File: config.mk
export PLATFORM = sky130hd
export DESIGN_NAME = board_ctrl_top
export DESIGN_NICKNAME = d
export VERILOG_FILES = /design/src/board_pkg.sv /design/src/wb_if.sv /design/src/wb_arbiter.sv /design/src/wb_decoder.sv /design/src/misc_regs.sv /design/src/wb_scratch_ram.sv /design/src/board_ctrl_top.sv
export SDC_FILE = /design/constraint.sdc
export NUM_CORES = 1
export LEC_CHECK = 0
export ABC_AREA = 1
export BUFFER_PORTS_ARGS = -buffer_cell sky130_fd_sc_hd__buf_2
export CAP_MARGIN = 25
export CORE_MARGIN = 3
export CORE_UTILIZATION = 30
export DETAILED_ROUTE_END_ITERATION = 8
export RECOVER_POWER = 50
export SETUP_SLACK_MARGIN = 0.5
export SLEW_MARGIN = 20
export SYNTH_ARGS = -nofsm -noshare
export SYNTH_HDL_FRONTEND = slang
export SYNTH_HIERARCHICAL = 1
export SYNTH_SLANG_ARGS = --single-unit
export TNS_END_PERCENT = 1
File: constraint.sdc
create_clock -name wb_clk_i -period 3.1 [get_ports wb_clk_i]
set_input_delay 0.31 -clock wb_clk_i [delete_from_list [all_inputs] [get_ports wb_clk_i]]
set_output_delay 0.31 -clock wb_clk_i [all_outputs]
set_load 0.02 [all_outputs]
File: src/board_pkg.sv
package board_pkg;

  // Shared bus geometry.
  localparam int unsigned ADDR_W = 4;
  localparam int unsigned DATA_W = 8;

  // Address bit 3 picks the slave. 0 is misc_regs, 1 is the scratch RAM.
  localparam int unsigned SLV_SEL_BIT = 3;

  // Misc register offsets.
  localparam logic [2:0] REG_RESET       = 3'd0;
  localparam logic [2:0] REG_SYSCONFIG_0 = 3'd1;
  localparam logic [2:0] REG_SYSCONFIG_1 = 3'd2;
  localparam logic [2:0] REG_SELECTMAP   = 3'd3;
  localparam logic [2:0] REG_FLASH       = 3'd4;
  localparam logic [2:0] REG_LEDS        = 3'd5;

  // Bit positions inside RESET.
  localparam int unsigned BIT_POR_FORCE  = 0;
  localparam int unsigned BIT_GETH_RESET = 1;

  // Bit position inside SELECTMAP. Bit 0 reflects the busy input.
  localparam int unsigned BIT_SCONF_DISABLE = 1;

  // Bit positions inside FLASH. Bit 0 reflects flash_busy.
  localparam int unsigned BIT_FLASH_WP   = 4;
  localparam int unsigned BIT_EEPROM0_WP = 5;
  localparam int unsigned BIT_EEPROM1_WP = 6;

  // Scratch memory size in bytes.
  localparam int unsigned RAM_DEPTH = 8;

endpackage

File: src/wb_if.sv
`timescale 1ns/1ps

interface wb_if;

  logic                          cyc;
  logic                          stb;
  logic                          we;
  logic [board_pkg::ADDR_W-1:0]  adr;
  logic [board_pkg::DATA_W-1:0]  dat_w;
  logic [board_pkg::DATA_W-1:0]  dat_r;
  logic                          ack;

  modport master (
    output cyc,
    output stb,
    output we,
    output adr,
    output dat_w,
    input  dat_r,
    input  ack
  );

  modport slave (
    input  cyc,
    input  stb,
    input  we,
    input  adr,
    input  dat_w,
    output dat_r,
    output ack
  );

endinterface

File: src/wb_arbiter.sv
`timescale 1ns/1ps

module wb_arbiter (
  input  logic wb_clk_i,
  input  logic wb_rst_i,
  wb_if.slave  m0,
  wb_if.slave  m1,
  wb_if.master bus
);

  logic gnt_valid_q;
  // Selected master while granted, the last one served while idle.
  logic gnt_sel_q;
  logic sel_cyc;
  logic next_sel;
  logic gnt_m0;
  logic gnt_m1;

  assign sel_cyc = gnt_sel_q ? m1.cyc : m0.cyc;

  // Round robin on a tie, otherwise whoever is asking.
  always_comb begin
    if (m0.cyc && m1.cyc) begin
      next_sel = ~gnt_sel_q;
    end else begin
      next_sel = m1.cyc;
    end
  end

  always_ff @(posedge wb_clk_i) begin
    if (wb_rst_i) begin
      gnt_valid_q <= 1'b0;
      // Marks m1 as served last so m0 wins the first tie.
      gnt_sel_q   <= 1'b1;
    end else if (gnt_valid_q) begin
      if (!sel_cyc) begin
        gnt_valid_q <= 1'b0;
      end
    end else if (m0.cyc || m1.cyc) begin
      gnt_valid_q <= 1'b1;
      gnt_sel_q   <= next_sel;
    end
  end

  assign gnt_m0 = gnt_valid_q & ~gnt_sel_q;
  assign gnt_m1 = gnt_valid_q & gnt_sel_q;

  // Request path to the shared bus.
  assign bus.cyc   = gnt_valid_q & sel_cyc;
  assign bus.stb   = gnt_valid_q & (gnt_sel_q ? m1.stb : m0.stb);
  assign bus.we    = gnt_sel_q ? m1.we : m0.we;
  assign bus.adr   = gnt_sel_q ? m1.adr : m0.adr;
  assign bus.dat_w = gnt_sel_q ? m1.dat_w : m0.dat_w;

  // The waiting master sees no ack.
  assign m0.ack   = gnt_m0 & bus.ack;
  assign m1.ack   = gnt_m1 & bus.ack;
  assign m0.dat_r = gnt_m0 ? bus.dat_r : '0;
  assign m1.dat_r = gnt_m1 ? bus.dat_r : '0;

endmodule

File: src/wb_decoder.sv
`timescale 1ns/1ps

module wb_decoder (
  wb_if.slave  bus,
  wb_if.master misc,
  wb_if.master ram
);

  logic                                   ram_sel;
  logic [board_pkg::ADDR_W-1:0]           slv_adr;

  assign ram_sel = bus.adr[board_pkg::SLV_SEL_BIT];

  // Slaves only see the offset below the select bit.
  assign slv_adr = {
    {(board_pkg::ADDR_W - board_pkg::SLV_SEL_BIT){1'b0}},
    bus.adr[board_pkg::SLV_SEL_BIT-1:0]
  };

  // Misc register block.
  assign misc.cyc   = bus.cyc;
  assign misc.stb   = bus.stb & ~ram_sel;
  assign misc.we    = bus.we;
  assign misc.adr   = slv_adr;
  assign misc.dat_w = bus.dat_w;

  // Scratch RAM.
  assign ram.cyc   = bus.cyc;
  assign ram.stb   = bus.stb & ram_sel;
  assign ram.we    = bus.we;
  assign ram.adr   = slv_adr;
  assign ram.dat_w = bus.dat_w;

  // Return path from the addressed slave.
  always_comb begin
    if (ram_sel) begin
      bus.ack   = ram.ack;
      bus.dat_r = ram.dat_r;
    end else begin
      bus.ack   = misc.ack;
      bus.dat_r = misc.dat_r;
    end
  end

endmodule

File: src/misc_regs.sv
`timescale 1ns/1ps

module misc_regs (
  input  logic       wb_clk_i,
  input  logic       wb_rst_i,
  wb_if.slave        bus,
  input  logic [7:0] sys_config_i,
  input  logic [3:0] user_dip_i,
  input  logic [3:0] config_dip_i,
  input  logic       flash_busy_i,
  input  logic       serial_conf_busy_i,
  output logic       por_force_o,
  output logic       geth_reset_o,
  output logic       serial_conf_disable_o,
  output logic       flash_wp_o,
  output logic       eeprom_0_wp_o,
  output logic       eeprom_1_wp_o,
  output logic [1:0] user_led_o
);

  logic       ack_q;
  logic       trans;
  logic [2:0] offset;

  assign offset = bus.adr[2:0];

  // One ack per transfer, even with stb held.
  assign trans = bus.cyc & bus.stb & ~ack_q;

  always_ff @(posedge wb_clk_i) begin
    if (wb_rst_i) begin
      ack_q                 <= 1'b0;
      por_force_o           <= 1'b0;
      geth_reset_o          <= 1'b0;
      serial_conf_disable_o <= 1'b0;
      flash_wp_o            <= 1'b0;
      eeprom_0_wp_o         <= 1'b0;
      eeprom_1_wp_o         <= 1'b0;
      user_led_o            <= 2'b00;
    end else begin
      ack_q <= trans;
      if (trans && bus.we) begin
        case (offset)
          board_pkg::REG_RESET: begin
            por_force_o  <= bus.dat_w[board_pkg::BIT_POR_FORCE];
            geth_reset_o <= bus.dat_w[board_pkg::BIT_GETH_RESET];
          end
          board_pkg::REG_SELECTMAP: begin
            serial_conf_disable_o <= bus.dat_w[board_pkg::BIT_SCONF_DISABLE];
          end
          board_pkg::REG_FLASH: begin
            flash_wp_o    <= bus.dat_w[board_pkg::BIT_FLASH_WP];
            eeprom_0_wp_o <= bus.dat_w[board_pkg::BIT_EEPROM0_WP];
            eeprom_1_wp_o <= bus.dat_w[board_pkg::BIT_EEPROM1_WP];
          end
          board_pkg::REG_LEDS: begin
            user_led_o <= bus.dat_w[1:0];
          end
          // SYSCONFIG and unmapped offsets ignore writes.
          default: begin
          end
        endcase
      end
    end
  end

  assign bus.ack = ack_q;

  // Read word for the addressed register.
  always_comb begin
    bus.dat_r = '0;
    case (offset)
      board_pkg::REG_RESET: begin
        bus.dat_r[board_pkg::BIT_POR_FORCE]  = por_force_o;
        bus.dat_r[board_pkg::BIT_GETH_RESET] = geth_reset_o;
      end
      board_pkg::REG_SYSCONFIG_0: begin
        bus.dat_r = {config_dip_i, user_dip_i};
      end
      board_pkg::REG_SYSCONFIG_1: begin
        bus.dat_r = sys_config_i;
      end
      board_pkg::REG_SELECTMAP: begin
        bus.dat_r[0]                            = serial_conf_busy_i;
        bus.dat_r[board_pkg::BIT_SCONF_DISABLE] = serial_conf_disable_o;
      end
      board_pkg::REG_FLASH: begin
        bus.dat_r[0]                         = flash_busy_i;
        bus.dat_r[board_pkg::BIT_FLASH_WP]   = flash_wp_o;
        bus.dat_r[board_pkg::BIT_EEPROM0_WP] = eeprom_0_wp_o;
        bus.dat_r[board_pkg::BIT_EEPROM1_WP] = eeprom_1_wp_o;
      end
      board_pkg::REG_LEDS: begin
        bus.dat_r[1:0] = user_led_o;
      end
      default: begin
        bus.dat_r = '0;
      end
    endcase
  end

endmodule

File: src/wb_scratch_ram.sv
`timescale 1ns/1ps

module wb_scratch_ram (
  input  logic wb_clk_i,
  input  logic wb_rst_i,
  wb_if.slave  bus
);

  localparam int unsigned RAM_AW = $clog2(board_pkg::RAM_DEPTH);

  logic [board_pkg::DATA_W-1:0] mem [board_pkg::RAM_DEPTH];
  logic                         ack_q;
  logic                         trans;
  logic [RAM_AW-1:0]            idx;

  assign idx   = bus.adr[RAM_AW-1:0];
  assign trans = bus.cyc & bus.stb & ~ack_q;

  always_ff @(posedge wb_clk_i) begin
    if (wb_rst_i) begin
      ack_q <= 1'b0;
    end else begin
      ack_q <= trans;
    end
  end

  // Contents survive reset.
  always_ff @(posedge wb_clk_i) begin
    if (trans && bus.we) begin
      mem[idx] <= bus.dat_w;
    end
  end

  assign bus.ack   = ack_q;
  assign bus.dat_r = mem[idx];

endmodule

File: src/board_ctrl_top.sv
`timescale 1ns/1ps

module board_ctrl_top (
  input  logic       wb_clk_i,
  input  logic       wb_rst_i,

  // Host port.
  input  logic       m0_cyc_i,
  input  logic       m0_stb_i,
  input  logic       m0_we_i,
  input  logic [3:0] m0_adr_i,
  input  logic [7:0] m0_dat_i,
  output logic [7:0] m0_dat_o,
  output logic       m0_ack_o,

  // Debug port.
  input  logic       m1_cyc_i,
  input  logic       m1_stb_i,
  input  logic       m1_we_i,
  input  logic [3:0] m1_adr_i,
  input  logic [7:0] m1_dat_i,
  output logic [7:0] m1_dat_o,
  output logic       m1_ack_o,

  // Board pins.
  input  logic [7:0] sys_config_i,
  input  logic [3:0] user_dip_i,
  input  logic [3:0] config_dip_i,
  input  logic       flash_busy_i,
  input  logic       serial_conf_busy_i,
  output logic       por_force_o,
  output logic       geth_reset_o,
  output logic       serial_conf_disable_o,
  output logic       flash_wp_o,
  output logic       eeprom_0_wp_o,
  output logic       eeprom_1_wp_o,
  output logic [1:0] user_led_o
);

  wb_if m0_wb ();
  wb_if m1_wb ();
  wb_if bus_wb ();
  wb_if misc_wb ();
  wb_if ram_wb ();

  assign m0_wb.cyc   = m0_cyc_i;
  assign m0_wb.stb   = m0_stb_i;
  assign m0_wb.we    = m0_we_i;
  assign m0_wb.adr   = m0_adr_i;
  assign m0_wb.dat_w = m0_dat_i;
  assign m0_dat_o    = m0_wb.dat_r;
  assign m0_ack_o    = m0_wb.ack;

  assign m1_wb.cyc   = m1_cyc_i;
  assign m1_wb.stb   = m1_stb_i;
  assign m1_wb.we    = m1_we_i;
  assign m1_wb.adr   = m1_adr_i;
  assign m1_wb.dat_w = m1_dat_i;
  assign m1_dat_o    = m1_wb.dat_r;
  assign m1_ack_o    = m1_wb.ack;

  wb_arbiter u_arbiter (
    .wb_clk_i (wb_clk_i),
    .wb_rst_i (wb_rst_i),
    .m0       (m0_wb),
    .m1       (m1_wb),
    .bus      (bus_wb)
  );

  wb_decoder u_decoder (
    .bus  (bus_wb),
    .misc (misc_wb),
    .ram  (ram_wb)
  );

  misc_regs u_misc_regs (
    .wb_clk_i              (wb_clk_i),
    .wb_rst_i              (wb_rst_i),
    .bus                   (misc_wb),
    .sys_config_i          (sys_config_i),
    .user_dip_i            (user_dip_i),
    .config_dip_i          (config_dip_i),
    .flash_busy_i          (flash_busy_i),
    .serial_conf_busy_i    (serial_conf_busy_i),
    .por_force_o           (por_force_o),
    .geth_reset_o          (geth_reset_o),
    .serial_conf_disable_o (serial_conf_disable_o),
    .flash_wp_o            (flash_wp_o),
    .eeprom_0_wp_o         (eeprom_0_wp_o),
    .eeprom_1_wp_o         (eeprom_1_wp_o),
    .user_led_o            (user_led_o)
  );

  wb_scratch_ram u_scratch_ram (
    .wb_clk_i (wb_clk_i),
    .wb_rst_i (wb_rst_i),
    .bus      (ram_wb)
  );

endmodule

==> out/metrics.yaml <==
global_routing:
  groute.usage.overall_pct: 14.3
  grt_antenna_before_repair: 0
  globalRoute.busiestLayer: "met2"
  use_met1_pct: 18.0
  grt_max_degree: 36
  vias_in_the_first_global_route: 3442
  grt_first_pass_wirelength_mm: 17.5
  global_route.overflow_total: 0
  groute.layer.met3.usage_pct: 2.44
  grt.met2_usage_pct: 23.6
floorplan:
  initial_utilization_pct: 31.2
  core.rowCount: 42
  dieWidth_um: 124
  die_area_sq_um: 15500
  core_sq_um: 13500
  io-pin-count: 76
  die-height_um: 124
clock_network:
  ctsRootBufferMaster: "sky130_fd_sc_hd__clkbuf_16"
  cts_buffers: 9
  cts_tree: "yes"
  path_clk_slew_ns: 0.06
  h_tree_depth_reported_by_cts: 3
  total_number_of_clock_tree_sinks: 76
  cts_max_path_buffers: 2
  clock_latency_ns: 0.34
drt:
  routed_wl_mm: 11.4
  dr.pass1.iters: 5
  drcViolationCount: 0
  ant_nets: 0
  avgViaCountPerCell: 4.59
  drtIter0Drc: 293
  detail_route.wl_per_cell_um: 14.5
  route.vias.total: 3587
critical_path:
  cpMostUsedCell: "sky130_fd_sc_hd__nand2_1"
  critPathCaptureType: "primary output"
  path_cells: "buf_6 > nand2_4 > nand2_8 > buf_12 > clkbuf_16 > nand2_2 > nand2_1 > nand2_1 > nand2_1 > nand2_1 > nand2_1 > nand2_1 > nand2_1 > inv_1 > nor2_1 > buf_4"
  cp_startpoint_kind: "flip-flop"
  critical_path_arrival_ns: 2.37
  crit_required_ns: 2.79
  crit_path_top_delay_cell: "sky130_fd_sc_hd__dfxtp_1"
  critical_path.max_stage_delay_ns: 0.52
  timing.critical_path.fanout_max: 10
  criticalPathCategory: "flip-flop to primary output"
sta:
  setup-violations-final: 0
  timing.final.hold_violations: 0
  maxSlewViolCount: 0
  finalCritPeriodShare_pct: 86.6
  finalClockSkew_ns: 0.0119
  max_freq_mhz: 373
  slew_headroom_pct: 61.6
  layout_setup_ws_ns: 0.417
  tightestPinTransition_ns: 0.574
  fin_crit_ns: 2.68
  tns_ns: 0
  grt_setup_unrepaired: "yes"
yosys:
  synthCells: 520
  post_synth_instance_area_sq_um: 4210
  synth.yosys.warnings: 6
  avgSynthCellArea_sq_um: 8.09
  number_of_nets_in_the_synthesized_netlist: 570
finish:
  fin_area_sq_um: 5300
  num_antenna_cells: 0
  final_net_count: 651
  layout-drive-gt1-share_pct: 28.1
  layout-area-overhead-vs-synth_pct: 25.8
  fill_cell_total_of_the_finished_layout: 1318
place:
  gp_congestion: 0.817
  place.detailed.hpwl_mm: 7.64
  placed_cell_area_sq_um: 4590
  dpl_worst_slack_ns: 0.532
  place.port_buffers: 75
pwr:
  post_layout_total_power_mw: 2.85
  clock_network_fraction_of_total_power_pct: 39.6
  share_comb_of_total_power_pct: 20.5
  intPower_mw: 2.05
  peakVddDrop_mv: 0.286
  p_leak_nw: 2.42
  pwr-share-seq_pct: 39.9
  sw_frac_of_total_pct: 28.0
  p_sw_mw: 0.798
  power_density_nw_per_um2: 538
run_status:
  run_status: "finished clean"
min_path:
  type_of_the_most_critical_hold_path: "input pin to flip-flop"
run:
  max_cap_violations: 0
==> per-layer routing <==
| layer | vias to the layer above | part of all wire (%) |
|---|---|---|
| met1 | 1649 | 44 |
| met2 | 136 | 47 |
| met4 | 0 | 3.0 |
| met5 | - | 0 |
| met3 | 27 | 6.1 |
| li1 | 1775 | - |
==> power groups by stage <==
| stage | clock network [mW] | logic (mW) | registers [mW] |
|---|---|---|---|
| after CTS | 1.14 | 0.507 | 1.14 |
| final | 1.13 | 0.585 | 1.14 |
| after detailed placement | 0 | 0.457 | 1.16 |
| after floorplan | 0 | 0.395 | 1.15 |
| after global routing | 1.18 | 0.644 | 1.14 |
| after global placement | 0 | 0.453 | 1.16 |
==> worst paths after layout <==
path | startpoint | end | slack [ns] | cells past startpoint
min | wb_rst_i | u_arbiter/gnt_valid_q$_SDFF_PP0_ | 0.22 | 2
min reg2reg | u_scratch_ram/bus.ack$_SDFF_PP0_ | u_scratch_ram/bus.ack$_SDFF_PP0_ | 0.46 | 1
max | u_arbiter/gnt_sel_q$_SDFFE_PP1P_ | m0_dat_o[0] | 0.42 | 16
max reg2reg | u_arbiter/gnt_sel_q$_SDFFE_PP1P_ | u_scratch_ram/mem[0][2]$_DFFE_PP_ | 0.53 | 10
==> stage by stage <==
stage,hold slack (ns),cells,utilization (%)
CTS,0.221,766,37.4
floorplan,0.377,520,-
detailed placement,0.452,746,34.0
finish,0.225,782,39.2
global route,0.236,782,39.2
global placement,0.434,746,34.0
==> placed cells by master, fill, tap and decap left out, drive strengths merged <==
cell	count
clkinv	5
nand3	23
a21oi	2
nand2	271
dfxtp	12
a31oi	1
nor3	1
clkbuf	22
buf	99
edfxtp	64
a22o	3
nand4	5
o21ai	1
bufinv	2
nor2	64
inv	31
==> worst max-delay path: cells and delay by family, from the launching register on <==
| kind | cells | cell delay, ns |
|---|---|---|
| AND/OR/NAND/NOR | 11 | 0.80 |
| buffers and inverters | 5 | 0.70 |
| flip-flops | 1 | 0.52 |
==> area by class of cell <==
type	instances	area [sq um]	area share, %
Multi-Input combinational cell	371	1650	31.2
Sequential cell	76	2160	40.8
Clock buffer	10	229	4.32
Clock inverter	6	86.3	1.63
Timing Repair Buffer	111	800	15.1
Inverter	32	148	2.79
Tap cell	176	220	4.16
==> flip-flops by register name (all words and copies together), names as in the netlist <==
signal                             flops
u_misc_regs/geth_reset_o               1
u_misc_regs/eeprom_0_wp_o              1
u_misc_regs/user_led_o                 2
u_scratch_ram/mem                     64
u_misc_regs/eeprom_1_wp_o              1
u_arbiter/gnt_sel_q                    1
u_scratch_ram/bus.ack                  1
u_misc_regs/flash_wp_o                 1
u_misc_regs/bus.ack                    1
u_arbiter/gnt_valid_q                  1
u_misc_regs/serial_conf_disable_o      1
u_misc_regs/por_force_o                1
==> repair_timing <==
action,CTS,global route
hold buffers,0,0
setup endpoints to repair,16,16
buffers inserted,2,13
pin swaps,4,10
gates cloned,2,3
hold endpoints to repair,0,0
gates resized for setup,20,30
Note: power is estimated with default switching activity, not from simulation.
